<file path="src/rtl/raster_csr_pkg.sv">
// ~~~~~~~~~~~~~~~~~~~~~~~~~~~~~~~~~~~~~~~
// Raster CSR package
// Stamp and CSR word types shared by the raster CSR pipeline
// ~~~~~~~~~~~~~~~~~~~~~~~~~~~~~~~~~~~~~~~

package raster_csr_pkg;

    // CSR data word, also the Wishbone data width
    typedef logic [31:0] csr_word_t;

    // Pixel coordinate
    typedef logic [13:0] dim_t;

    // Fragment coverage mask, one bit per sample
    typedef logic [3:0] cov_mask_t;

    // Number of CSR words held per thread
    localparam int RASTER_CSR_COUNT = 4;

    // One lane's fragment as delivered by the raster unit
    typedef struct packed {
        dim_t      pos_x;
        dim_t      pos_y;
        cov_mask_t mask;
        csr_word_t bcoord_x;
        csr_word_t bcoord_y;
        csr_word_t bcoord_z;
    } raster_stamp_t;

    // Stored words of one thread
    // pos_mask is {pos_y, pos_x, mask}
    typedef struct packed {
        csr_word_t pos_mask;
        csr_word_t bcoord_x;
        csr_word_t bcoord_y;
        csr_word_t bcoord_z;
    } raster_csrs_t;

    // CSR index within a thread, low address bits
    typedef enum logic [1:0] {
        CSR_POS_MASK = 2'd0,
        CSR_BCOORD_X = 2'd1,
        CSR_BCOORD_Y = 2'd2,
        CSR_BCOORD_Z = 2'd3
    } raster_csr_idx_e;

endpackage

</file>
<file path="src/rtl/raster_csr_store.sv">
// ~~~~~~~~~~~~~~~~~~~~~~~~~~~~~~~~~~~~~~~
// Raster CSR store
// Per-thread CSR words, one entry per warp
// ~~~~~~~~~~~~~~~~~~~~~~~~~~~~~~~~~~~~~~~

`timescale 1ns/10ps

module raster_csr_store #(
    parameter int  THREAD_CNT = 4,
    parameter int  WARP_CNT   = 4,
    localparam int WID_W      = (WARP_CNT > 1) ? $clog2(WARP_CNT) : 1,
    localparam int TID_W      = (THREAD_CNT > 1) ? $clog2(THREAD_CNT) : 1
) (
    input  logic                                          clk,

    // Write port from the stamp latch
    input  logic [THREAD_CNT-1:0]                         st_write,
    input  logic [WID_W-1:0]                              st_waddr,
    input  raster_csr_pkg::raster_csrs_t [THREAD_CNT-1:0] st_wdata,

    // Read port from the Wishbone side
    input  logic [WID_W-1:0]                              rd_wid,
    input  logic [TID_W-1:0]                              rd_tid,
    output raster_csr_pkg::raster_csrs_t                  rd_data
);

    raster_csr_pkg::raster_csrs_t [THREAD_CNT-1:0] thread_rdata;

    for (genvar t = 0; t < THREAD_CNT; t++) begin : g_thread
        // One warp-deep array per thread
        raster_csr_pkg::raster_csrs_t mem [WARP_CNT];

        always_ff @(posedge clk) begin
            if (st_write[t]) begin
                mem[st_waddr] <= st_wdata[t];
            end
        end

        // Every thread reads the same warp entry
        assign thread_rdata[t] = mem[rd_wid];
    end

    // Thread select after the warp lookup
    assign rd_data = thread_rdata[rd_tid];

    // Decoded thread index must name a real thread
    property p_rd_tid_range;
        @(posedge clk)
        !$isunknown(rd_tid) |-> (rd_tid < THREAD_CNT);
    endproperty

    a_rd_tid_range: assert property (p_rd_tid_range)
        else $error("rd_tid %0d beyond THREAD_CNT", rd_tid);

endmodule

</file>
<file path="src/rtl/raster_csr_top.sv">
// ~~~~~~~~~~~~~~~~~~~~~~~~~~~~~~~~~~~~~~~
// Raster CSR block top
// Stamp latch, CSR store and Wishbone read port
// ~~~~~~~~~~~~~~~~~~~~~~~~~~~~~~~~~~~~~~~

`timescale 1ns/10ps

module raster_csr_top #(
    parameter int  NUM_LANES  = 2,
    parameter int  THREAD_CNT = 4,
    parameter int  WARP_CNT   = 4,
    localparam int GROUP_CNT  = THREAD_CNT / NUM_LANES,
    localparam int WID_W      = (WARP_CNT > 1) ? $clog2(WARP_CNT) : 1,
    localparam int TID_W      = (THREAD_CNT > 1) ? $clog2(THREAD_CNT) : 1,
    localparam int PID_W      = (GROUP_CNT > 1) ? $clog2(GROUP_CNT) : 1
) (
    input  logic                                          clk,
    input  logic                                          rst,

    // Stamp input
    input  logic                                          write_enable,
    input  logic [WID_W-1:0]                              write_wid,
    input  logic [PID_W-1:0]                              write_pid,
    input  logic [NUM_LANES-1:0]                          write_tmask,
    input  raster_csr_pkg::raster_stamp_t [NUM_LANES-1:0] write_data,

    // Wishbone classic slave
    input  logic                                          wb_cyc,
    input  logic                                          wb_stb,
    input  logic                                          wb_we,
    input  logic [31:0]                                   wb_adr,
    input  raster_csr_pkg::csr_word_t                     wb_dat_w,
    input  logic [3:0]                                    wb_sel,
    output raster_csr_pkg::csr_word_t                     wb_dat_r,
    output logic                                          wb_ack
);

    // Latch to store
    logic [THREAD_CNT-1:0]                         st_write;
    logic [WID_W-1:0]                              st_waddr;
    raster_csr_pkg::raster_csrs_t [THREAD_CNT-1:0] st_wdata;

    // Wishbone port to store
    logic [WID_W-1:0]                              rd_wid;
    logic [TID_W-1:0]                              rd_tid;
    raster_csr_pkg::raster_csrs_t                  rd_data;

    raster_stamp_latch #(
        .NUM_LANES    (NUM_LANES),
        .THREAD_CNT   (THREAD_CNT),
        .WARP_CNT     (WARP_CNT)
    ) u_latch (
        .clk          (clk),
        .rst          (rst),
        .write_enable (write_enable),
        .write_wid    (write_wid),
        .write_pid    (write_pid),
        .write_tmask  (write_tmask),
        .write_data   (write_data),
        .st_write     (st_write),
        .st_waddr     (st_waddr),
        .st_wdata     (st_wdata)
    );

    raster_csr_store #(
        .THREAD_CNT   (THREAD_CNT),
        .WARP_CNT     (WARP_CNT)
    ) u_store (
        .clk          (clk),
        .st_write     (st_write),
        .st_waddr     (st_waddr),
        .st_wdata     (st_wdata),
        .rd_wid       (rd_wid),
        .rd_tid       (rd_tid),
        .rd_data      (rd_data)
    );

    raster_csr_wb_port #(
        .THREAD_CNT   (THREAD_CNT),
        .WARP_CNT     (WARP_CNT)
    ) u_wb (
        .clk          (clk),
        .rst          (rst),
        .wb_cyc       (wb_cyc),
        .wb_stb       (wb_stb),
        .wb_we        (wb_we),
        .wb_adr       (wb_adr),
        .wb_dat_w     (wb_dat_w),
        .wb_sel       (wb_sel),
        .wb_dat_r     (wb_dat_r),
        .wb_ack       (wb_ack),
        .rd_wid       (rd_wid),
        .rd_tid       (rd_tid),
        .rd_data      (rd_data)
    );

endmodule

</file>
<file path="src/rtl/raster_csr_wb_port.sv">
// ~~~~~~~~~~~~~~~~~~~~~~~~~~~~~~~~~~~~~~~
// Raster CSR Wishbone port
// Classic slave, decodes and returns one CSR word
// ~~~~~~~~~~~~~~~~~~~~~~~~~~~~~~~~~~~~~~~

`timescale 1ns/10ps

module raster_csr_wb_port #(
    parameter int  THREAD_CNT = 4,
    parameter int  WARP_CNT   = 4,
    localparam int IDX_W      = $clog2(raster_csr_pkg::RASTER_CSR_COUNT),
    localparam int WID_W      = (WARP_CNT > 1) ? $clog2(WARP_CNT) : 1,
    localparam int TID_W      = (THREAD_CNT > 1) ? $clog2(THREAD_CNT) : 1
) (
    input  logic                         clk,
    input  logic                         rst,

    // Wishbone classic slave
    input  logic                         wb_cyc,
    input  logic                         wb_stb,
    input  logic                         wb_we,
    input  logic [31:0]                  wb_adr,
    input  raster_csr_pkg::csr_word_t    wb_dat_w,
    input  logic [3:0]                   wb_sel,
    output raster_csr_pkg::csr_word_t    wb_dat_r,
    output logic                         wb_ack,

    // Store read port
    output logic [WID_W-1:0]             rd_wid,
    output logic [TID_W-1:0]             rd_tid,
    input  raster_csr_pkg::raster_csrs_t rd_data
);

    logic                            req;
    raster_csr_pkg::raster_csr_idx_e csr_idx;
    raster_csr_pkg::csr_word_t       rd_word;

    // New access only while no ack is pending
    assign req = wb_cyc && wb_stb && !wb_ack;

    // Word address layout, low to high: CSR index, thread, warp
    // Upper address bits are don't care
    assign csr_idx = raster_csr_pkg::raster_csr_idx_e'(wb_adr[IDX_W-1:0]);
    assign rd_tid  = wb_adr[IDX_W +: TID_W];
    assign rd_wid  = wb_adr[IDX_W + TID_W +: WID_W];

    // Word select within the thread's CSRs
    always_comb begin
        case (csr_idx)
            raster_csr_pkg::CSR_POS_MASK: rd_word = rd_data.pos_mask;
            raster_csr_pkg::CSR_BCOORD_X: rd_word = rd_data.bcoord_x;
            raster_csr_pkg::CSR_BCOORD_Y: rd_word = rd_data.bcoord_y;
            raster_csr_pkg::CSR_BCOORD_Z: rd_word = rd_data.bcoord_z;
            default:                      rd_word = rd_data.pos_mask;
        endcase
    end

    // Single-cycle ack, one cycle after the request
    always_ff @(posedge clk) begin
        if (rst) begin
            wb_ack <= 1'b0;
        end else begin
            wb_ack <= req;
        end
    end

    // CSRs are read-only, so wb_dat_w and wb_sel have no effect
    always_ff @(posedge clk) begin
        if (req && !wb_we) begin
            wb_dat_r <= rd_word;
        end
    end

    // Ack only answers a request seen on the previous edge
    property p_ack_has_req;
        @(posedge clk) disable iff (rst)
        $rose(wb_ack) |-> $past(wb_cyc && wb_stb);
    endproperty

    a_ack_has_req: assert property (p_ack_has_req)
        else $error("wb_ack raised without cyc and stb");

    // Exactly one ack cycle per access
    property p_ack_single;
        @(posedge clk) disable iff (rst)
        wb_ack |=> !wb_ack;
    endproperty

    a_ack_single: assert property (p_ack_single)
        else $error("wb_ack high for two cycles");

endmodule

</file>
<file path="src/rtl/raster_stamp_latch.sv">
// ~~~~~~~~~~~~~~~~~~~~~~~~~~~~~~~~~~~~~~~
// Raster stamp latch
// Registers a stamp write as per-thread strobes and CSR words
// ~~~~~~~~~~~~~~~~~~~~~~~~~~~~~~~~~~~~~~~

`timescale 1ns/10ps

module raster_stamp_latch #(
    parameter int  NUM_LANES  = 2,
    parameter int  THREAD_CNT = 4,
    parameter int  WARP_CNT   = 4,
    localparam int GROUP_CNT  = THREAD_CNT / NUM_LANES,
    localparam int WID_W      = (WARP_CNT > 1) ? $clog2(WARP_CNT) : 1,
    localparam int PID_W      = (GROUP_CNT > 1) ? $clog2(GROUP_CNT) : 1
) (
    input  logic                                          clk,
    input  logic                                          rst,

    // Stamp input from the raster unit
    input  logic                                          write_enable,
    input  logic [WID_W-1:0]                              write_wid,
    input  logic [PID_W-1:0]                              write_pid,
    input  logic [NUM_LANES-1:0]                          write_tmask,
    input  raster_csr_pkg::raster_stamp_t [NUM_LANES-1:0] write_data,

    // Registered write towards the store
    output logic [THREAD_CNT-1:0]                         st_write,
    output logic [WID_W-1:0]                              st_waddr,
    output raster_csr_pkg::raster_csrs_t [THREAD_CNT-1:0] st_wdata
);

    logic [THREAD_CNT-1:0]                         write_next;
    raster_csr_pkg::raster_csrs_t [THREAD_CNT-1:0] wdata_next;

    if (THREAD_CNT % NUM_LANES != 0) begin : g_bad_cfg
        $error("THREAD_CNT must be a multiple of NUM_LANES");
    end

    // Thread t is served by lane t % NUM_LANES of group t / NUM_LANES
    for (genvar t = 0; t < THREAD_CNT; t++) begin : g_thread
        localparam int LANE  = t % NUM_LANES;
        localparam int GROUP = t / NUM_LANES;

        raster_csr_pkg::raster_stamp_t stamp;

        assign stamp = write_data[LANE];

        assign write_next[t] = write_enable
                            && write_tmask[LANE]
                            && (write_pid == PID_W'(GROUP));

        // Position and coverage share one word
        assign wdata_next[t].pos_mask = {stamp.pos_y, stamp.pos_x, stamp.mask};
        assign wdata_next[t].bcoord_x = stamp.bcoord_x;
        assign wdata_next[t].bcoord_y = stamp.bcoord_y;
        assign wdata_next[t].bcoord_z = stamp.bcoord_z;
    end

    // Strobes
    always_ff @(posedge clk) begin
        if (rst) begin
            st_write <= '0;
        end else begin
            st_write <= write_next;
        end
    end

    // Warp index and payload load only on a write
    always_ff @(posedge clk) begin
        if (write_enable) begin
            st_waddr <= write_wid;
            st_wdata <= wdata_next;
        end
    end

    // Group id must address an existing thread group
    property p_pid_in_range;
        @(posedge clk) disable iff (rst)
        write_enable |-> (write_pid < GROUP_CNT);
    endproperty

    a_pid_in_range: assert property (p_pid_in_range)
        else $error("write_pid %0d out of range", write_pid);

endmodule

</file>
<file path="config.mk">
export PLATFORM = sky130hd
export DESIGN_NAME = raster_csr_top
export DESIGN_NICKNAME = d
export VERILOG_FILES = /design/src/rtl/raster_csr_pkg.sv /design/src/rtl/raster_csr_store.sv /design/src/rtl/raster_csr_top.sv /design/src/rtl/raster_csr_wb_port.sv /design/src/rtl/raster_stamp_latch.sv
export SDC_FILE = /design/constraint.sdc
export NUM_CORES = 2
export LEC_CHECK = 0
export BUFFER_PORTS_ARGS = -buffer_cell sky130_fd_sc_hd__buf_2
export CAP_MARGIN = 30
export CELL_PAD_IN_SITES_DETAIL_PLACEMENT = 1
export CELL_PAD_IN_SITES_GLOBAL_PLACEMENT = 1
export CORE_UTILIZATION = 55
export CTS_CLUSTER_DIAMETER = 200
export CTS_CLUSTER_SIZE = 25
export DETAILED_ROUTE_END_ITERATION = 8
export PLACE_DENSITY_LB_ADDON = 0.15
export SLEW_MARGIN = 15
export SYNTH_ARGS = -nofsm -noshare
export SYNTH_HDL_FRONTEND = slang
export SYNTH_HIERARCHICAL = 1
export SYNTH_SLANG_ARGS = --single-unit
</file>
<file path="constraint.sdc">
create_clock -name clk -period 11.3 [get_ports clk]
set_input_delay 1.695 -clock clk [delete_from_list [all_inputs] [get_ports clk]]
set_output_delay 1.695 -clock clk [all_outputs]
set_load 0.005 [all_outputs]
</file>
==> flow_summary.json <==
{
  "status": "completed",
  "cts.reportedPaths.clkPinSlew_ps": 90,
  "end_kind": "flip-flop",
  "overflow": 0,
  "finalInstanceArea_um2": 93400,
  "finalCritPeriodShare_pct": 43.5,
  "clock_sinks": 2343,
  "syn-cell-area_um2": 88600,
  "gp_routability_congestion": 0.762,
  "synth_compound_area_share_pct": 2.47,
  "fill_cells": 12800,
  "clock-root-buffer": "clkbuf_16",
  "numCtsBuffers": 103,
  "rsz0062_at_grt": "false",
  "place_area_um2": 90600,
  "nets": 4223,
  "final_cell_mix": "edfxtp_1 (2,338), mux4_2 (500), buf_2 (299)",
  "drv_slew": 0,
  "totalWireLength_um": 221000,
  "yosys_warnings": 6,
  "die_y_um": 403,
  "die_x_um": 403,
  "leakagePower_nw": 29.2,
  "wl_per_cell_um": 36.6,
  "hpwl_um": 124000,
  "via_per_inst": 6.51,
  "drtIter0Drc": 4261,
  "grt_max_degree": 122,
  "firstDrtPassIters": 5,
  "setup_viol": 0,
  "cts_resized": 0,
  "grt_pass1_vias": 41200,
  "syn_nets": 4183,
  "grt_use_total_pct": 27.4,
  "fp.coreArea_um2": 159000,
  "yosysSeqAreaShare_pct": 79.4,
  "num_vias": 39400,
  "yosys.area_share.simple_pct": 0.842,
  "finClkSkew_ps": 29.6,
  "antenna_found_initial": 25,
  "ios": 368,
  "die_area_um2": 163000,
  "cap_violations": 0,
  "required_ps": 11780,
  "drive_gt1_share_pct": 26.2,
  "cts_hold_buf": 0,
  "hold-worst-slack_ps": 515,
  "setup_tns_ps": 0,
  "insertion_delay_ps": 750,
  "syn_area_per_cell_um2": 23.0,
  "cp.arrival_ps": 5390,
  "synth_cells": 3848,
  "synth_top_family_by_area": "multiplexers",
  "rows": 146,
  "synth_cell_types": 31,
  "startpoint_type": "primary input",
  "synth-xor-area-share_pct": 0,
  "cts.htree.levels": 3,
  "critPathKind": "in2reg",
  "tritoncts": "yes",
  "period_needed_ps": 4910,
  "muxShareOfSynthArea_pct": 13.8,
  "fmax_ghz": 0.204,
  "syn2layout_area_growth_pct": 5.42,
  "drc": 0,
  "power.density_nw_per_um2": 161,
  "irDropWorstVdd_mv": 0.135,
  "initial_core_util_pct": 55.7,
  "grt_pass1_wl_um": 309000,
  "tightest_slew_ps": 1020,
  "min_path_type": "reg2reg",
  "finalHoldViolations": 0,
  "relSlewSlack_pct": 32.3,
  "clockBufferDepth": 3,
  "synth_fa_ha_area_share_pct": 0,
  "post_cts_buffers": 0,
  "synth-seq-cells": 2343,
  "cp_max_fo": 50,
  "layout_commonest_cell": "edfxtp_1",
  "placement.io_buffers": 305,
  "ant_nets": 0
}
## layout make-up
class                      instances  area (um2)  area share, %
clock inverter                     3        41.3         0.0442
antenna                            4        10.0         0.0107
clock buffer                     118        2720           2.91
sequential                      2343       70300           75.3
inverter                           1        3.75        0.00402
timing repair buffer             378        2310           2.47
tap                             2146        2690           2.88
multi-input combinational       1061       15300           16.4
## state kept, by name (all words and copies together) (netlist names)
signal / count
u_wb/wb_dat_r: 32
u_wb/wb_ack: 1
u_latch/st_write: 4
u_latch/st_wdata: 256
u_latch/st_waddr: 2
u_store/g_thread.mem: 2048
## cell usage after synthesis
cell type  instances  area [um2]
a211oi_1          17         128
a21oi_1           27         135
a221oi_1           2        17.5
a22oi_1          220        1650
and2_1            14        87.6
and3_1             4        25.0
and4b_2            2        22.5
and4bb_2           2        25.0
buf_1             27         101
buf_12             3        60.1
buf_2             42         210
buf_4            277        2080
buf_6             32         360
buf_8              3        45.0
clkbuf_1          59         221
dfxtp_1            5         100
edfxtp_1        2338       70200
inv_1              1        3.75
mux2i_1           93         931
mux4_1             2        52.6
mux4_2           500       11300
nand2_1          114         428
nand2b_1           1        6.26
nand3_1            2        10.0
nor2_1             4        15.0
nor2_2             2        12.5
nor2b_1           15        93.8
nor4bb_1           2        20.0
o211ai_1          19         143
o21ai_0            2        10.0
o22ai_1           17         106
## kinds of logic (layout without fill, tap and decap cells)
group           Yosys count  count (layout)
compound gates          304             304
flops                  2343            2343
other cells               0               4
mux                     595             595
simple gates            162             162
buf+inv                 444             500
## path summary, 6_finish.rpt
path                                                      end  slack [ps]  cells after the start                 from
worst max-delay path                        u_wb/wb_dat_r[12]        6390                      8            wb_adr[4]
worst min-delay path                              u_wb/wb_ack         520                      1          u_wb/wb_ack
worst max register to register  u_store/g_thread[0].mem[1][0]        7240                      5  u_latch/st_waddr[0]
worst min register to register                    u_wb/wb_ack         520                      1          u_wb/wb_ack
## power breakdown
group          internal [mW]  switching (mW)  total [mW]
sequential              9.82           0.192        10.0
combinational          0.309           0.469       0.779
clock                   1.71            2.50        4.20
## metal layers
layer / up-vias / routed length [um] / track usage [%]
met3: 276 / 18500 / 5.63
met4: 8 / 7210 / 8.00
met5: - / 57 / 0
li1: 15800 / - / -
met1: 21600 / 88000 / 38.6
met2: 1715 / 108000 / 44.1
## through the flow
step,util [%],power (mW),cells,setup slack (ps)
global placement,56.9,11.0,5927,5590
floorplan,-,10.7,3848,5940
CTS,58.7,15.1,6049,6400
detailed placement,56.9,11.0,5928,5580
global route,58.7,15.4,6051,6160
finish,58.7,15.0,6054,6390
## critical path, cell delays in order
cell	delay [ps]
buf_8	460
buf_4	680
buf_4	830
mux4_2	590
nor2b_1	140
a211oi_1	220
a21oi_1	120
mux4_2	520
(Power assumes the default switching activity.)
